$ cat config.mk
export PLATFORM = sky130hd
export DESIGN_NAME = three_band_eq
export DESIGN_NICKNAME = d
export VERILOG_FILES = /design/src/design/eq_pkg.sv /design/src/design/lrclk_edge_decode.sv /design/src/design/biquad_mac.sv /design/src/design/band_mixer.sv /design/src/design/three_band_eq.sv
export VERILOG_INCLUDE_DIRS = /design/src /design/src/design
export SDC_FILE = /design/constraint.sdc
export NUM_CORES = 2
export LEC_CHECK = 0
export ABC_CLOCK_PERIOD_IN_PS = 27700
export BUFFER_PORTS_ARGS = -buffer_cell sky130_fd_sc_hd__buf_2
export CORE_AREA = 2 2 332 334
export DETAILED_ROUTE_END_ITERATION = 8
export DIE_AREA = 0 0 334 336
export PLACE_DENSITY_LB_ADDON = 0.05
export SLEW_MARGIN = 5
export SYNTH_ARGS = -nofsm -noshare
export SYNTH_HDL_FRONTEND = slang
export SYNTH_SLANG_ARGS = --single-unit
$ cat constraint.sdc
create_clock -name clk -period 27.7 [get_ports clk]
set_input_delay 8.31 -clock clk [delete_from_list [all_inputs] [get_ports clk]]
set_output_delay 8.31 -clock clk [all_outputs]
set_load 0.02 [all_outputs]
$ cat src/design/eq_settings.svh
// Width and channel-count macros for the three-band equalizer
`ifndef EQ_SETTINGS_SVH
`define EQ_SETTINGS_SVH

// Signed audio sample width
`define EQ_SAMPLE_W  16

// Coefficient fraction bits
// Q2.14, so 16384 is unity gain
`define EQ_COEF_FRAC 14

// MAC accumulator width
// Five 32-bit products summed cannot reach the top bit
`define EQ_ACC_W     40

// Interleaved channels on one word clock, left then right
`define EQ_CHANNELS  2

`endif

$ cat src/design/eq_pkg.sv
// Package with the sample, coefficient and accumulator types of the equalizer
`include "eq_settings.svh"

package eq_pkg;

    // Signed PCM sample, also the width of every band result
    typedef logic signed [`EQ_SAMPLE_W-1:0] sample_t;

    // Signed Q2.14 filter coefficient
    // Two integer bits, so the range is -2.0 up to just under 2.0
    typedef logic signed [`EQ_COEF_FRAC+1:0] coef_t;

    // Signed accumulator of the biquad MAC
    typedef logic signed [`EQ_ACC_W-1:0] acc_t;

endpackage

$ cat src/design/lrclk_edge_decode.sv
// Word-clock synchronizer, edge detector and input sample/channel latch
`timescale 1ns/1ps

module lrclk_edge_decode
    import eq_pkg::*;
(
    input  logic    clk,
    input  logic    reset,          // Synchronous, active low
    input  logic    l_r_clk,        // Word clock, low is left, high is right
    input  sample_t audio_in,       // Parallel sample, held a few cycles past the edge
    output logic    sample_strobe,  // One pulse per word-clock edge
    output sample_t sample,         // Sample latched with the strobe
    output logic    channel         // Channel of that sample
);

    logic lr_meta;      // First synchronizer stage
    logic lr_sync;      // Second synchronizer stage, safe to use
    logic lr_prev;      // Synchronized level one cycle back
    logic edge_seen;    // Level change seen, strobe goes out next cycle

    // Sync chain and edge pipeline
    always_ff @(posedge clk) begin
        if (!reset) begin
            // Whole chain follows the pin so leaving reset makes no edge
            lr_meta       <= l_r_clk;
            lr_sync       <= l_r_clk;
            lr_prev       <= l_r_clk;
            edge_seen     <= 1'b0;
            sample_strobe <= 1'b0;
            channel       <= 1'b0;
        end else begin
            lr_meta       <= l_r_clk;
            lr_sync       <= lr_meta;
            lr_prev       <= lr_sync;
            edge_seen     <= (lr_sync != lr_prev);  // Either edge direction
            sample_strobe <= edge_seen;             // Three cycles after first capture
            if (edge_seen) begin
                channel <= lr_prev;                 // New level picks the channel
            end
        end
    end

    // Capture the word on the strobe cycle
    always_ff @(posedge clk) begin
        if (edge_seen) begin
            sample <= audio_in;
        end
    end

endmodule

$ cat src/design/biquad_mac.sv
// Direct-form-I biquad sequenced over one multiplier with per-channel history
`timescale 1ns/1ps
`include "eq_settings.svh"

module biquad_mac
    import eq_pkg::*;
(
    input  logic    clk,
    input  logic    reset,      // Synchronous, active low
    input  logic    start,      // New sample ready, ignored while busy
    input  logic    channel,    // Channel of the new sample
    input  sample_t sample,     // x0
    input  coef_t   b0,
    input  coef_t   b1,
    input  coef_t   b2,
    input  coef_t   a1,         // Feedback terms, subtracted
    input  coef_t   a2,
    output logic    done,       // One-cycle pulse when result updates
    output sample_t result      // Rounded, saturated y0
);

    localparam logic [2:0] PHASE_LAST = 3'd5;  // Round/saturate step
    localparam int         PROD_W     = `EQ_SAMPLE_W + `EQ_COEF_FRAC + 2;

    localparam acc_t ROUND_HALF = acc_t'(2 ** (`EQ_COEF_FRAC - 1));  // 0.5 LSB
    localparam acc_t SAT_MAX    = acc_t'(2 ** (`EQ_SAMPLE_W - 1) - 1);
    localparam acc_t SAT_MIN    = acc_t'(-(2 ** (`EQ_SAMPLE_W - 1)));

    logic                     busy;
    logic [2:0]               phase;        // 0 on start, 1..4 accumulate, 5 finish
    logic                     ch_r;         // Channel in flight, picks the history bank
    sample_t                  x0_r;         // Sample in flight, becomes x1
    acc_t                     acc;
    coef_t                    mul_coef;
    sample_t                  mul_data;
    logic                     mul_sub;      // Feedback product is subtracted
    logic signed [PROD_W-1:0] product;
    acc_t                     product_ext;
    acc_t                     mac_term;
    acc_t                     acc_rounded;
    acc_t                     acc_shifted;
    sample_t                  result_sat;

    // One history bank per channel
    sample_t x1_hist [`EQ_CHANNELS];
    sample_t x2_hist [`EQ_CHANNELS];
    sample_t y1_hist [`EQ_CHANNELS];
    sample_t y2_hist [`EQ_CHANNELS];

    // Coefficient/operand select by phase
    always_comb begin
        mul_coef = b0;
        mul_data = sample;      // Phase 0, fresh x0
        mul_sub  = 1'b0;
        case (phase)
            3'd1: begin
                mul_coef = b1;
                mul_data = x1_hist[ch_r];
            end
            3'd2: begin
                mul_coef = b2;
                mul_data = x2_hist[ch_r];
            end
            3'd3: begin
                mul_coef = a1;
                mul_data = y1_hist[ch_r];
                mul_sub  = 1'b1;
            end
            3'd4: begin
                mul_coef = a2;
                mul_data = y2_hist[ch_r];
                mul_sub  = 1'b1;
            end
            default: begin
                mul_coef = b0;
                mul_data = sample;
            end
        endcase
    end

    assign product     = mul_coef * mul_data;           // Q2.14 x Q15
    assign product_ext = acc_t'(product);               // Sign-extend to acc
    assign mac_term    = mul_sub ? -product_ext : product_ext;

    // Round half up, drop fraction bits, clamp to 16 bits
    assign acc_rounded = acc + ROUND_HALF;
    assign acc_shifted = acc_rounded >>> `EQ_COEF_FRAC;

    always_comb begin
        if (acc_shifted > SAT_MAX) begin
            result_sat = SAT_MAX[`EQ_SAMPLE_W-1:0];
        end else if (acc_shifted < SAT_MIN) begin
            result_sat = SAT_MIN[`EQ_SAMPLE_W-1:0];
        end else begin
            result_sat = acc_shifted[`EQ_SAMPLE_W-1:0];
        end
    end

    // Sequencer, output and history
    always_ff @(posedge clk) begin
        if (!reset) begin
            busy   <= 1'b0;
            phase  <= 3'd0;
            ch_r   <= 1'b0;
            done   <= 1'b0;
            result <= '0;
            for (int c = 0; c < `EQ_CHANNELS; c++) begin
                x1_hist[c] <= '0;
                x2_hist[c] <= '0;
                y1_hist[c] <= '0;
                y2_hist[c] <= '0;
            end
        end else begin
            done <= 1'b0;
            if (!busy) begin
                if (start) begin
                    busy  <= 1'b1;
                    phase <= 3'd1;      // b0 term already taken this cycle
                    ch_r  <= channel;
                end
            end else if (phase == PHASE_LAST) begin
                busy   <= 1'b0;
                phase  <= 3'd0;
                done   <= 1'b1;
                result <= result_sat;
                x2_hist[ch_r] <= x1_hist[ch_r];  // Shift this channel's delay line
                x1_hist[ch_r] <= x0_r;
                y2_hist[ch_r] <= y1_hist[ch_r];
                y1_hist[ch_r] <= result_sat;     // Saturated value feeds back
            end else begin
                phase <= phase + 3'd1;
            end
        end
    end

    // Datapath registers
    always_ff @(posedge clk) begin
        if (!busy && start) begin
            acc  <= mac_term;                   // Fresh sum from b0*x0
            x0_r <= sample;
        end else if (busy && (phase != PHASE_LAST)) begin
            acc <= acc + mac_term;
        end
    end

endmodule

$ cat src/design/band_mixer.sv
// Band summer with 16-bit saturation, bypass select and output strobe
`timescale 1ns/1ps
`include "eq_settings.svh"

module band_mixer
    import eq_pkg::*;
(
    input  logic    clk,
    input  logic    reset,          // Synchronous, active low
    input  logic    band_done,      // All bands finished this cycle
    input  logic    channel,        // Channel of the finished sample
    input  logic    bypass,         // Pass dry sample through
    input  sample_t dry_sample,     // Unfiltered input, same latency path
    input  sample_t low_band,
    input  sample_t mid_band,
    input  sample_t high_band,
    output sample_t audio_out,
    output logic    out_channel,
    output logic    out_valid       // One pulse per output sample
);

    localparam int SUM_W = `EQ_SAMPLE_W + 2;   // Three bands need two extra bits

    localparam logic signed [SUM_W-1:0] SUM_MAX = SUM_W'(2 ** (`EQ_SAMPLE_W - 1) - 1);
    localparam logic signed [SUM_W-1:0] SUM_MIN = SUM_W'(-(2 ** (`EQ_SAMPLE_W - 1)));

    logic signed [SUM_W-1:0] band_sum;
    sample_t                 sum_sat;

    // Widen before the add so the sum cannot wrap
    assign band_sum = SUM_W'(low_band) + SUM_W'(mid_band) + SUM_W'(high_band);

    always_comb begin
        if (band_sum > SUM_MAX) begin
            sum_sat = SUM_MAX[`EQ_SAMPLE_W-1:0];   // Clip to 0x7fff
        end else if (band_sum < SUM_MIN) begin
            sum_sat = SUM_MIN[`EQ_SAMPLE_W-1:0];   // Clip to 0x8000
        end else begin
            sum_sat = band_sum[`EQ_SAMPLE_W-1:0];
        end
    end

    // Output register, one cycle after the bands finish
    always_ff @(posedge clk) begin
        if (!reset) begin
            audio_out   <= '0;
            out_channel <= 1'b0;
            out_valid   <= 1'b0;
        end else begin
            out_valid <= band_done;
            if (band_done) begin
                audio_out   <= bypass ? dry_sample : sum_sat;
                out_channel <= channel;
            end
        end
    end

endmodule

$ cat src/design/three_band_eq.sv
// Top level of the stereo three-band equalizer with decoder, three biquads and mixer
`timescale 1ns/1ps

module three_band_eq
    import eq_pkg::*;
(
    input  logic    clk,
    input  logic    reset,          // Synchronous, active low
    input  logic    l_r_clk,        // Word clock, one sample per edge
    input  logic    filter_bypass,
    input  sample_t audio_in,
    input  coef_t   low_b0,         // Low band, Q2.14
    input  coef_t   low_b1,
    input  coef_t   low_b2,
    input  coef_t   low_a1,
    input  coef_t   low_a2,
    input  coef_t   mid_b0,         // Mid band
    input  coef_t   mid_b1,
    input  coef_t   mid_b2,
    input  coef_t   mid_a1,
    input  coef_t   mid_a2,
    input  coef_t   high_b0,        // High band
    input  coef_t   high_b1,
    input  coef_t   high_b2,
    input  coef_t   high_a1,
    input  coef_t   high_a2,
    output sample_t audio_out,
    output logic    out_channel,    // 0 left, 1 right
    output logic    out_valid
);

    logic    sample_strobe;
    sample_t sample;
    logic    channel;
    sample_t low_band_out;
    sample_t mid_band_out;
    sample_t high_band_out;
    logic    low_done;              // Bands run in lockstep, low done stands for all

    lrclk_edge_decode decode_i (
        .clk           (clk),
        .reset         (reset),
        .l_r_clk       (l_r_clk),
        .audio_in      (audio_in),
        .sample_strobe (sample_strobe),
        .sample        (sample),
        .channel       (channel)
    );

    // All three bands see the same input in parallel
    biquad_mac low_band_filter (
        .clk (clk), .reset (reset), .start (sample_strobe), .channel (channel),
        .sample (sample),
        .b0 (low_b0), .b1 (low_b1), .b2 (low_b2), .a1 (low_a1), .a2 (low_a2),
        .done (low_done), .result (low_band_out)
    );

    biquad_mac mid_band_filter (
        .clk (clk), .reset (reset), .start (sample_strobe), .channel (channel),
        .sample (sample),
        .b0 (mid_b0), .b1 (mid_b1), .b2 (mid_b2), .a1 (mid_a1), .a2 (mid_a2),
        .done (), .result (mid_band_out)
    );

    biquad_mac high_band_filter (
        .clk (clk), .reset (reset), .start (sample_strobe), .channel (channel),
        .sample (sample),
        .b0 (high_b0), .b1 (high_b1), .b2 (high_b2), .a1 (high_a1), .a2 (high_a2),
        .done (), .result (high_band_out)
    );

    band_mixer mixer_i (
        .clk         (clk),
        .reset       (reset),
        .band_done   (low_done),
        .channel     (channel),
        .bypass      (filter_bypass),
        .dry_sample  (sample),      // Held by the decoder until the next strobe
        .low_band    (low_band_out),
        .mid_band    (mid_band_out),
        .high_band   (high_band_out),
        .audio_out   (audio_out),
        .out_channel (out_channel),
        .out_valid   (out_valid)
    );

endmodule

### Yosys cells after proc, flatten, opt, wreduce, memory -nomap -nowiden

Memories as Yosys holds them, arrays and structs flattened. A register that Yosys moved wholly into a read port is not among the register bits.
Index checks and enable logic that the tools add are counted.

| operators by class | value |
|---|---|
| $add $sub $neg | 14 |
| multipliers | 3 |
| magnitude comparators | 8 |
| equal/unequal tests | 19 |
| mux-type cells | 116 |
| bitwise operators | 3 |
| reduce and logical (&&, ||, !) cells | 36 |

Operators by type and width:

| kind | number |
|---|---|
| $pmux 16 s4 | 6 |
| $mux 40 | 9 |
| $mux 16 | 21 |
| $reduce_or 16->1 | 12 |
| $add 40x15->40 const B | 3 |
| $add 40x40->40 | 3 |
| $neg 32->40 | 3 |
| $mul 16x16->32 | 3 |
| $gt 26x16->1 const B | 3 |
| $lt 26x16->1 const B | 3 |
| $mux 1 | 73 |
| $mux 3 | 7 |
| $add 17x16->18 | 1 |
| $eq 3x2->1 const B | 6 |
| $eq 3x3->1 const B | 6 |
| $gt 18x16->1 const B | 1 |
| $lt 18x16->1 const B | 1 |
| $add 16x16->17 | 1 |
| $reduce_and 2->1 | 6 |
| $reduce_bool 2->1 | 6 |
| $add 3x1->3 const B | 3 |
| $eq 3x1->1 const B | 3 |
| $ne 3x3->1 const B | 3 |
| $logic_and 1x1->1 | 6 |
| 4 further kinds | 10 |

| word-level totals | value |
|---|---|
| register bits after elaboration | 272 |
| RAM bits | 384 |
| input port bits | 260 |
| output and inout port bits | 18 |
| logic and storage cells | 240 |
| memories | 12 |

Memories:

| memory | depth | width | read ports | clocked after Yosys merged registers in | wr ports | line | RTL |
|---|---|---|---|---|---|---|---|
| high_band_filter.x1_hist | 2 | 16 | 1 | 1 | 2 | biquad_mac.sv:45 | `` sample_t x1_hist [`EQ_CHANNELS]; `` |
| high_band_filter.x2_hist | 2 | 16 | 1 | 1 | 2 | biquad_mac.sv:46 | `` sample_t x2_hist [`EQ_CHANNELS]; `` |
| high_band_filter.y1_hist | 2 | 16 | 1 | 1 | 2 | biquad_mac.sv:47 | `` sample_t y1_hist [`EQ_CHANNELS]; `` |
| high_band_filter.y2_hist | 2 | 16 | 1 | 1 | 2 | biquad_mac.sv:48 | `` sample_t y2_hist [`EQ_CHANNELS]; `` |
| low_band_filter.x1_hist | 2 | 16 | 1 | 1 | 2 | biquad_mac.sv:45 |  |
| low_band_filter.x2_hist | 2 | 16 | 1 | 1 | 2 | biquad_mac.sv:46 |  |
| 6 more memories | -- | -- | -- | -- | -- | -- |  |

### Depth between registers and ports, before layout

| logic depth | value |
|---|---|
| depth in word-level cells | 8 |
| mapped depth | 49 |
| depth with buffers taken out | 43 |

### By module

Synthesis repeated with hierarchy kept, for this count alone.

| second synthesis, totals | value |
|---|---|
| cells, all modules | 7,488 |
| area total of the unflattened synthesis | 70,770.4 sq um |

Modules (own cells, without submodules):

| module | times used | cells each | area an instance (sq um) | sequential area each (sq um) |
|---|---|---|---|---|
| biquad_mac (high_band_filter) | 1 | 2,471 | 23,027.1 | 5,985.7 |
| biquad_mac (mid_band_filter) | 1 | 2,404 | 22,624.2 | 5,985.7 |
| biquad_mac (low_band_filter) | 1 | 2,370 | 22,532.9 | 5,985.7 |
| band_mixer | 1 | 211 | 1,926.8 | 360.3 |
| lrclk_edge_decode | 1 | 32 | 659.4 | 600.6 |

### Least setup slack after synthesis

OpenSTA, ideal clock, no wires.

| path | value |
|---|---|
| path kind | input to register |
| start | input port high_a1[12] |
| end | register high_band_filter.acc[36] (data pin) |
| setup time | 0.260 ns |
| arrival time | 17.260 ns |
| data required time | 27.440 ns |
| setup slack | 10.180 ns |
| stages on the path | 38 |
| buffers on the path | 1 |
| cell sequence | a22oi_1 > nand3_1 > o21ai_0 > clkbuf_1 > nor2_1 > fa_1 > inv_1 > fa_1 > fa_1 > inv_1 > fa_1 > fa_1 > inv_1 > fa_1 > inv_1 > ha_1 > o21a_1 > o21ai_0 > [... 2 more ...] > nand4_1 > nor4b_4 > nand4_1 > or4b_4 > o31a_1 > xnor2_1 > ha_1 > o21a_1 > o21ai_0 > a211oi_1 > o31ai_1 > nand2b_1 > a41o_1 > a21o_1 > a21o_1 > a31oi_1 > xnor2_1 > mux2_2 |

| between the ends | value |
|---|---|
| word-level cells in the longest chain between the ends | 7 |

RTL lines:

| what | line | RTL |
|---|---|---|
| start, declared | three_band_eq.sv:25 | `input coef_t high_a1,` |
| $pmux 16 s4 * | biquad_mac.sv:55 | `case (phase)` |
| $mul 16x16->32 * | biquad_mac.sv:81 | `assign product = mul_coef * mul_data;` |
| $neg 32->40 | biquad_mac.sv:83 | `assign mac_term = mul_sub ? -product_ext : product_ext;` |
| $mux 40 * | biquad_mac.sv:83 |  |
| $add 40x40->40 | biquad_mac.sv:142 | `acc <= acc + mac_term;` |
| $mux 40 | biquad_mac.sv:141 | `end else if (busy && (phase != PHASE_LAST)) begin` |
| $mux 40 * | biquad_mac.sv:138 | `if (!busy && start) begin` |
| end signal, assigned | biquad_mac.sv:139 | `acc <= mac_term;` |
| end signal, assigned | biquad_mac.sv:142 |  |
| end, declared | biquad_mac.sv:33 | `acc_t acc;` |

Mark *: on every way between the ends. The rest lies on a longest branch, timed or not. The select of a mux whose other input is x is not followed.
A chain may end at the register's enable or synchronous reset.

### Final worst setup path

| path | value |
|---|---|
| start | input port low_b1[15] |
| end | register low_band_filter.acc[39] (data pin) |

| between the ends | value |
|---|---|
| word-level cells in the longest chain between the ends | 7 |

RTL lines:

| what | line | RTL |
|---|---|---|
| start, declared | three_band_eq.sv:13 | `input coef_t low_b1,` |
| $pmux 16 s4 * | biquad_mac.sv:55 |  |
| $mul 16x16->32 * | biquad_mac.sv:81 |  |
| $neg 32->40 | biquad_mac.sv:83 |  |
| $mux 40 * | biquad_mac.sv:83 |  |
| $add 40x40->40 | biquad_mac.sv:142 |  |
| $mux 40 | biquad_mac.sv:141 |  |
| $mux 40 * | biquad_mac.sv:138 |  |
| end signal, assigned | biquad_mac.sv:139 |  |
| end signal, assigned | biquad_mac.sv:142 |  |
| end, declared | biquad_mac.sv:33 |  |

Marked as above.

==> metrics.txt <==
status finished clean; RR Startpoint low_band_filter.phase[2]; post-synth top area share 0.243; chip width between 300 and 400 um; CP max stage cell fa_1; Worst slew margin 0.230; Final #Nets ~9100; placed cell area between 70000 and 80000 um^2; Syn Inst Count around 7500; CTS resizes 0; critical setup path kind in2reg; First-pass DRT Iterations 6; antenna violations before repair 3; detailed-route via count between 50000 and 60000; RSZ-0062 raised after global routing no; post-synthesis adder-cell area fraction 0.302; Worst Setup EP low_band_filter.acc[39]; final setup violation count 0; Post-Syn Area 70200 um^2; largest family of logic cells by synthesized area adder cells; Syn Nets about 8900; register area share after synthesis 0.269; Post-CTS Setup Inserts 0; top_reg_cell synth edfxtp_1; CTS Sinks about 660; top cell family by delay on the critical path adder cells; Hold WC Path Type reg2reg; Yosys warning total 0; Post-DRT Antenna Nets 0; Slew @ Worst Pin roughly 1.2 ns; largest net degree at the start of global routing between 70 and 80; Max stage delay on crit path about 0.87 ns; Layout area overhead 7.82%; Final Cell Area 75700 um^2; Synth Area in Simple Gates 0.152; CP bufs+invs 4; mux contribution to synthesized area 0.0270; Initial Utilization 0.648; Die Ht 336 um; flop2flop setup slack approximately 15 ns; CTS Hold Bufs 0; area leader, netlist edfxtp_1; first-pass GRT wire length 304000 um; Synth Area in Compound Gates 0.139; DIE AREA 112000 um^2; startpoint types input pin; reg2reg path depth 39; hpwl dp between 100000 and 150000 um; DRC 0; clk slew on worst S/H paths roughly 0.060 ns; Worst Path Max Fanout 8; final number of hold-violating endpoints 0; Fillers roughly 8600; XOR/XNOR Fraction of Synth Area 0.0429; logic depth of the worst path, buffers included 34; vias in the first global route between 50000 and 60000; gpl congestion 0.928; synth top area cells edfxtp_1 (24%), fa_1 (23%), ha_1 (7.1%); EDFF count, synth around 570; synth unique cells between 100 and 150; clk buf depth 3; most common cell in the synthesized netlist nor2_1; CTS Buf Count between 70 and 80; crit path time final roughly 18 ns; Root Driver clkbuf_16; overall global routing resource usage 0.347; clk_skew roughly 0.084 ns; Synth async-reset ratio 0; Worst setup EP type flip-flop; critical path launch point low_b1[15]; register bit total from synthesis 659; syn avg cell area approximately 9.4 um^2; DRT iter0 DRCs 5659; Tcrit/Tclk final 0.655; Slew Viols, Final 0; layout cells sized above 1 0.0917; port buffer count 277; fmax roughly 0.055 GHz; most used cell, CP fa_1; Max H-tree Level 3; arrival time at the worst endpoint between 15 and 20 ns; critical path required time 28.08 ns; drt total wl 193000 um; most frequent cells after synthesis nor2_1 (1031), inv_1 (967), fa_1 (809); # IOs 278; TNS Setup 0 ns; Site Rows approximately 120; later-pin clock latency in the skew report around 0.69 ns; Max Cap Viol 0; FF-to-FF End low_band_filter.acc[37]; drt wl/cell roughly 21 um; TritonCTS clock tree built; total gr overflow 0; Vias per Instance between 6 and 7; Core Region 108000 um^2
-- metrics by stage --
stage                     setup WS [ns]   util  hold slack (ns)  cells
after floorplan                   10.18      -            0.403   7470
after global placement             9.14  0.675            0.408   8951
after detailed placement           9.03  0.675            0.419   8951
after CTS                          9.68  0.698            0.450   9091
after global routing               8.83  0.698            0.470   9091
final                              9.56  0.698            0.447   9097
-- registers in the layout, indices dropped and copies added (netlist names), 32 cells and up, named ones only --
name and cells:
mid_band_filter.x2_hist 32, low_band_filter.acc 40, mid_band_filter.x1_hist 32, mid_band_filter.acc 40, high_band_filter.y2_hist 32, high_band_filter.x1_hist 32
low_band_filter.y1_hist 32, high_band_filter.acc 40, low_band_filter.y2_hist 32, low_band_filter.x1_hist 32, mid_band_filter.y2_hist 32, high_band_filter.x2_hist 32
low_band_filter.x2_hist 32, mid_band_filter.y1_hist 32, high_band_filter.y1_hist 32
-- layer usage --
| layer | up-vias | share of wire | global-route usage |
|---|---|---|---|
| met4 | 0 | 0.035 | 0.121 |
| met5 | - | 0 | 0 |
| met3 | 322 | 0.090 | 0.0671 |
| met1 | 27300 | 0.42 | 0.493 |
| met2 | 2346 | 0.45 | 0.536 |
| li1 | 25600 | - | - |
-- layout by cell type, fill, tap and decap left out, types with 103 or more instances in the layout --
master	netlist	final
nand2b_1	114	114
buf_2	7	277
xor2_1	132	132
xnor2_1	212	209
a22oi_1	121	121
nand3_1	133	131
o21ai_0	220	213
inv_1	967	965
nand2_1	493	487
buf_4	0	103
ha_1	400	400
nor2_1	1031	1025
mux2i_1	125	125
fa_1	809	809
o21a_1	111	111
a21oi_1	334	332
and2_1	134	134
edfxtp_1	568	568
-- kinds of logic (layout without fill, tap and decap cells) --
group	count (synthesis)	count (layout)
AO/OA/AOI/OAI	1460	1460
XOR/XNOR	344	344
adder cells (fa/ha/maj)	1209	1209
buffers and inverters	1285	1492
flip-flops	659	659
multiplexers	181	181
other	0	6
AND/OR/NAND/NOR	2332	2332
-- how the worst min path moves through the flow --
stage	from	endpoint	slack, ns	depth (start not counted)
floorplan	decode_i.lr_meta	decode_i.lr_sync	0.40	2
finish	decode_i.lr_meta	decode_i.lr_sync	0.45	2
global placement	decode_i.lr_meta	decode_i.lr_sync	0.41	2
global route	mixer_i.audio_out[14]	mixer_i.audio_out[14]	0.47	2
CTS	mixer_i.audio_out[14]	mixer_i.audio_out[14]	0.45	2
detailed placement	decode_i.lr_meta	decode_i.lr_sync	0.42	2
-- area by class of cell --
type	count	area [um^2]	area share
tap	1414	1770	0.0234
antenna	6	15.0	0.000198
clock buffer	103	2030	0.0268
timing repair buffer	380	2160	0.0285
inverter	972	3650	0.0482
multi-input combinational	5526	46700	0.616
clock inverter	37	533	0.00704
sequential	659	18900	0.249
-- worst reg2reg max path: cells and delay by family, from the launching register on --
kind,cells,cell delay (ns)
fa+ha+maj,9,4.40
compound gates,13,3.30
xor+xnor,2,0.34
flops,1,0.69
simple gates,7,1.68
buf+inv,7,1.76
mux,1,0.27
Power is not shown: default switching activity piles up to over one toggle a cycle in this logic, so the estimate is an artifact.
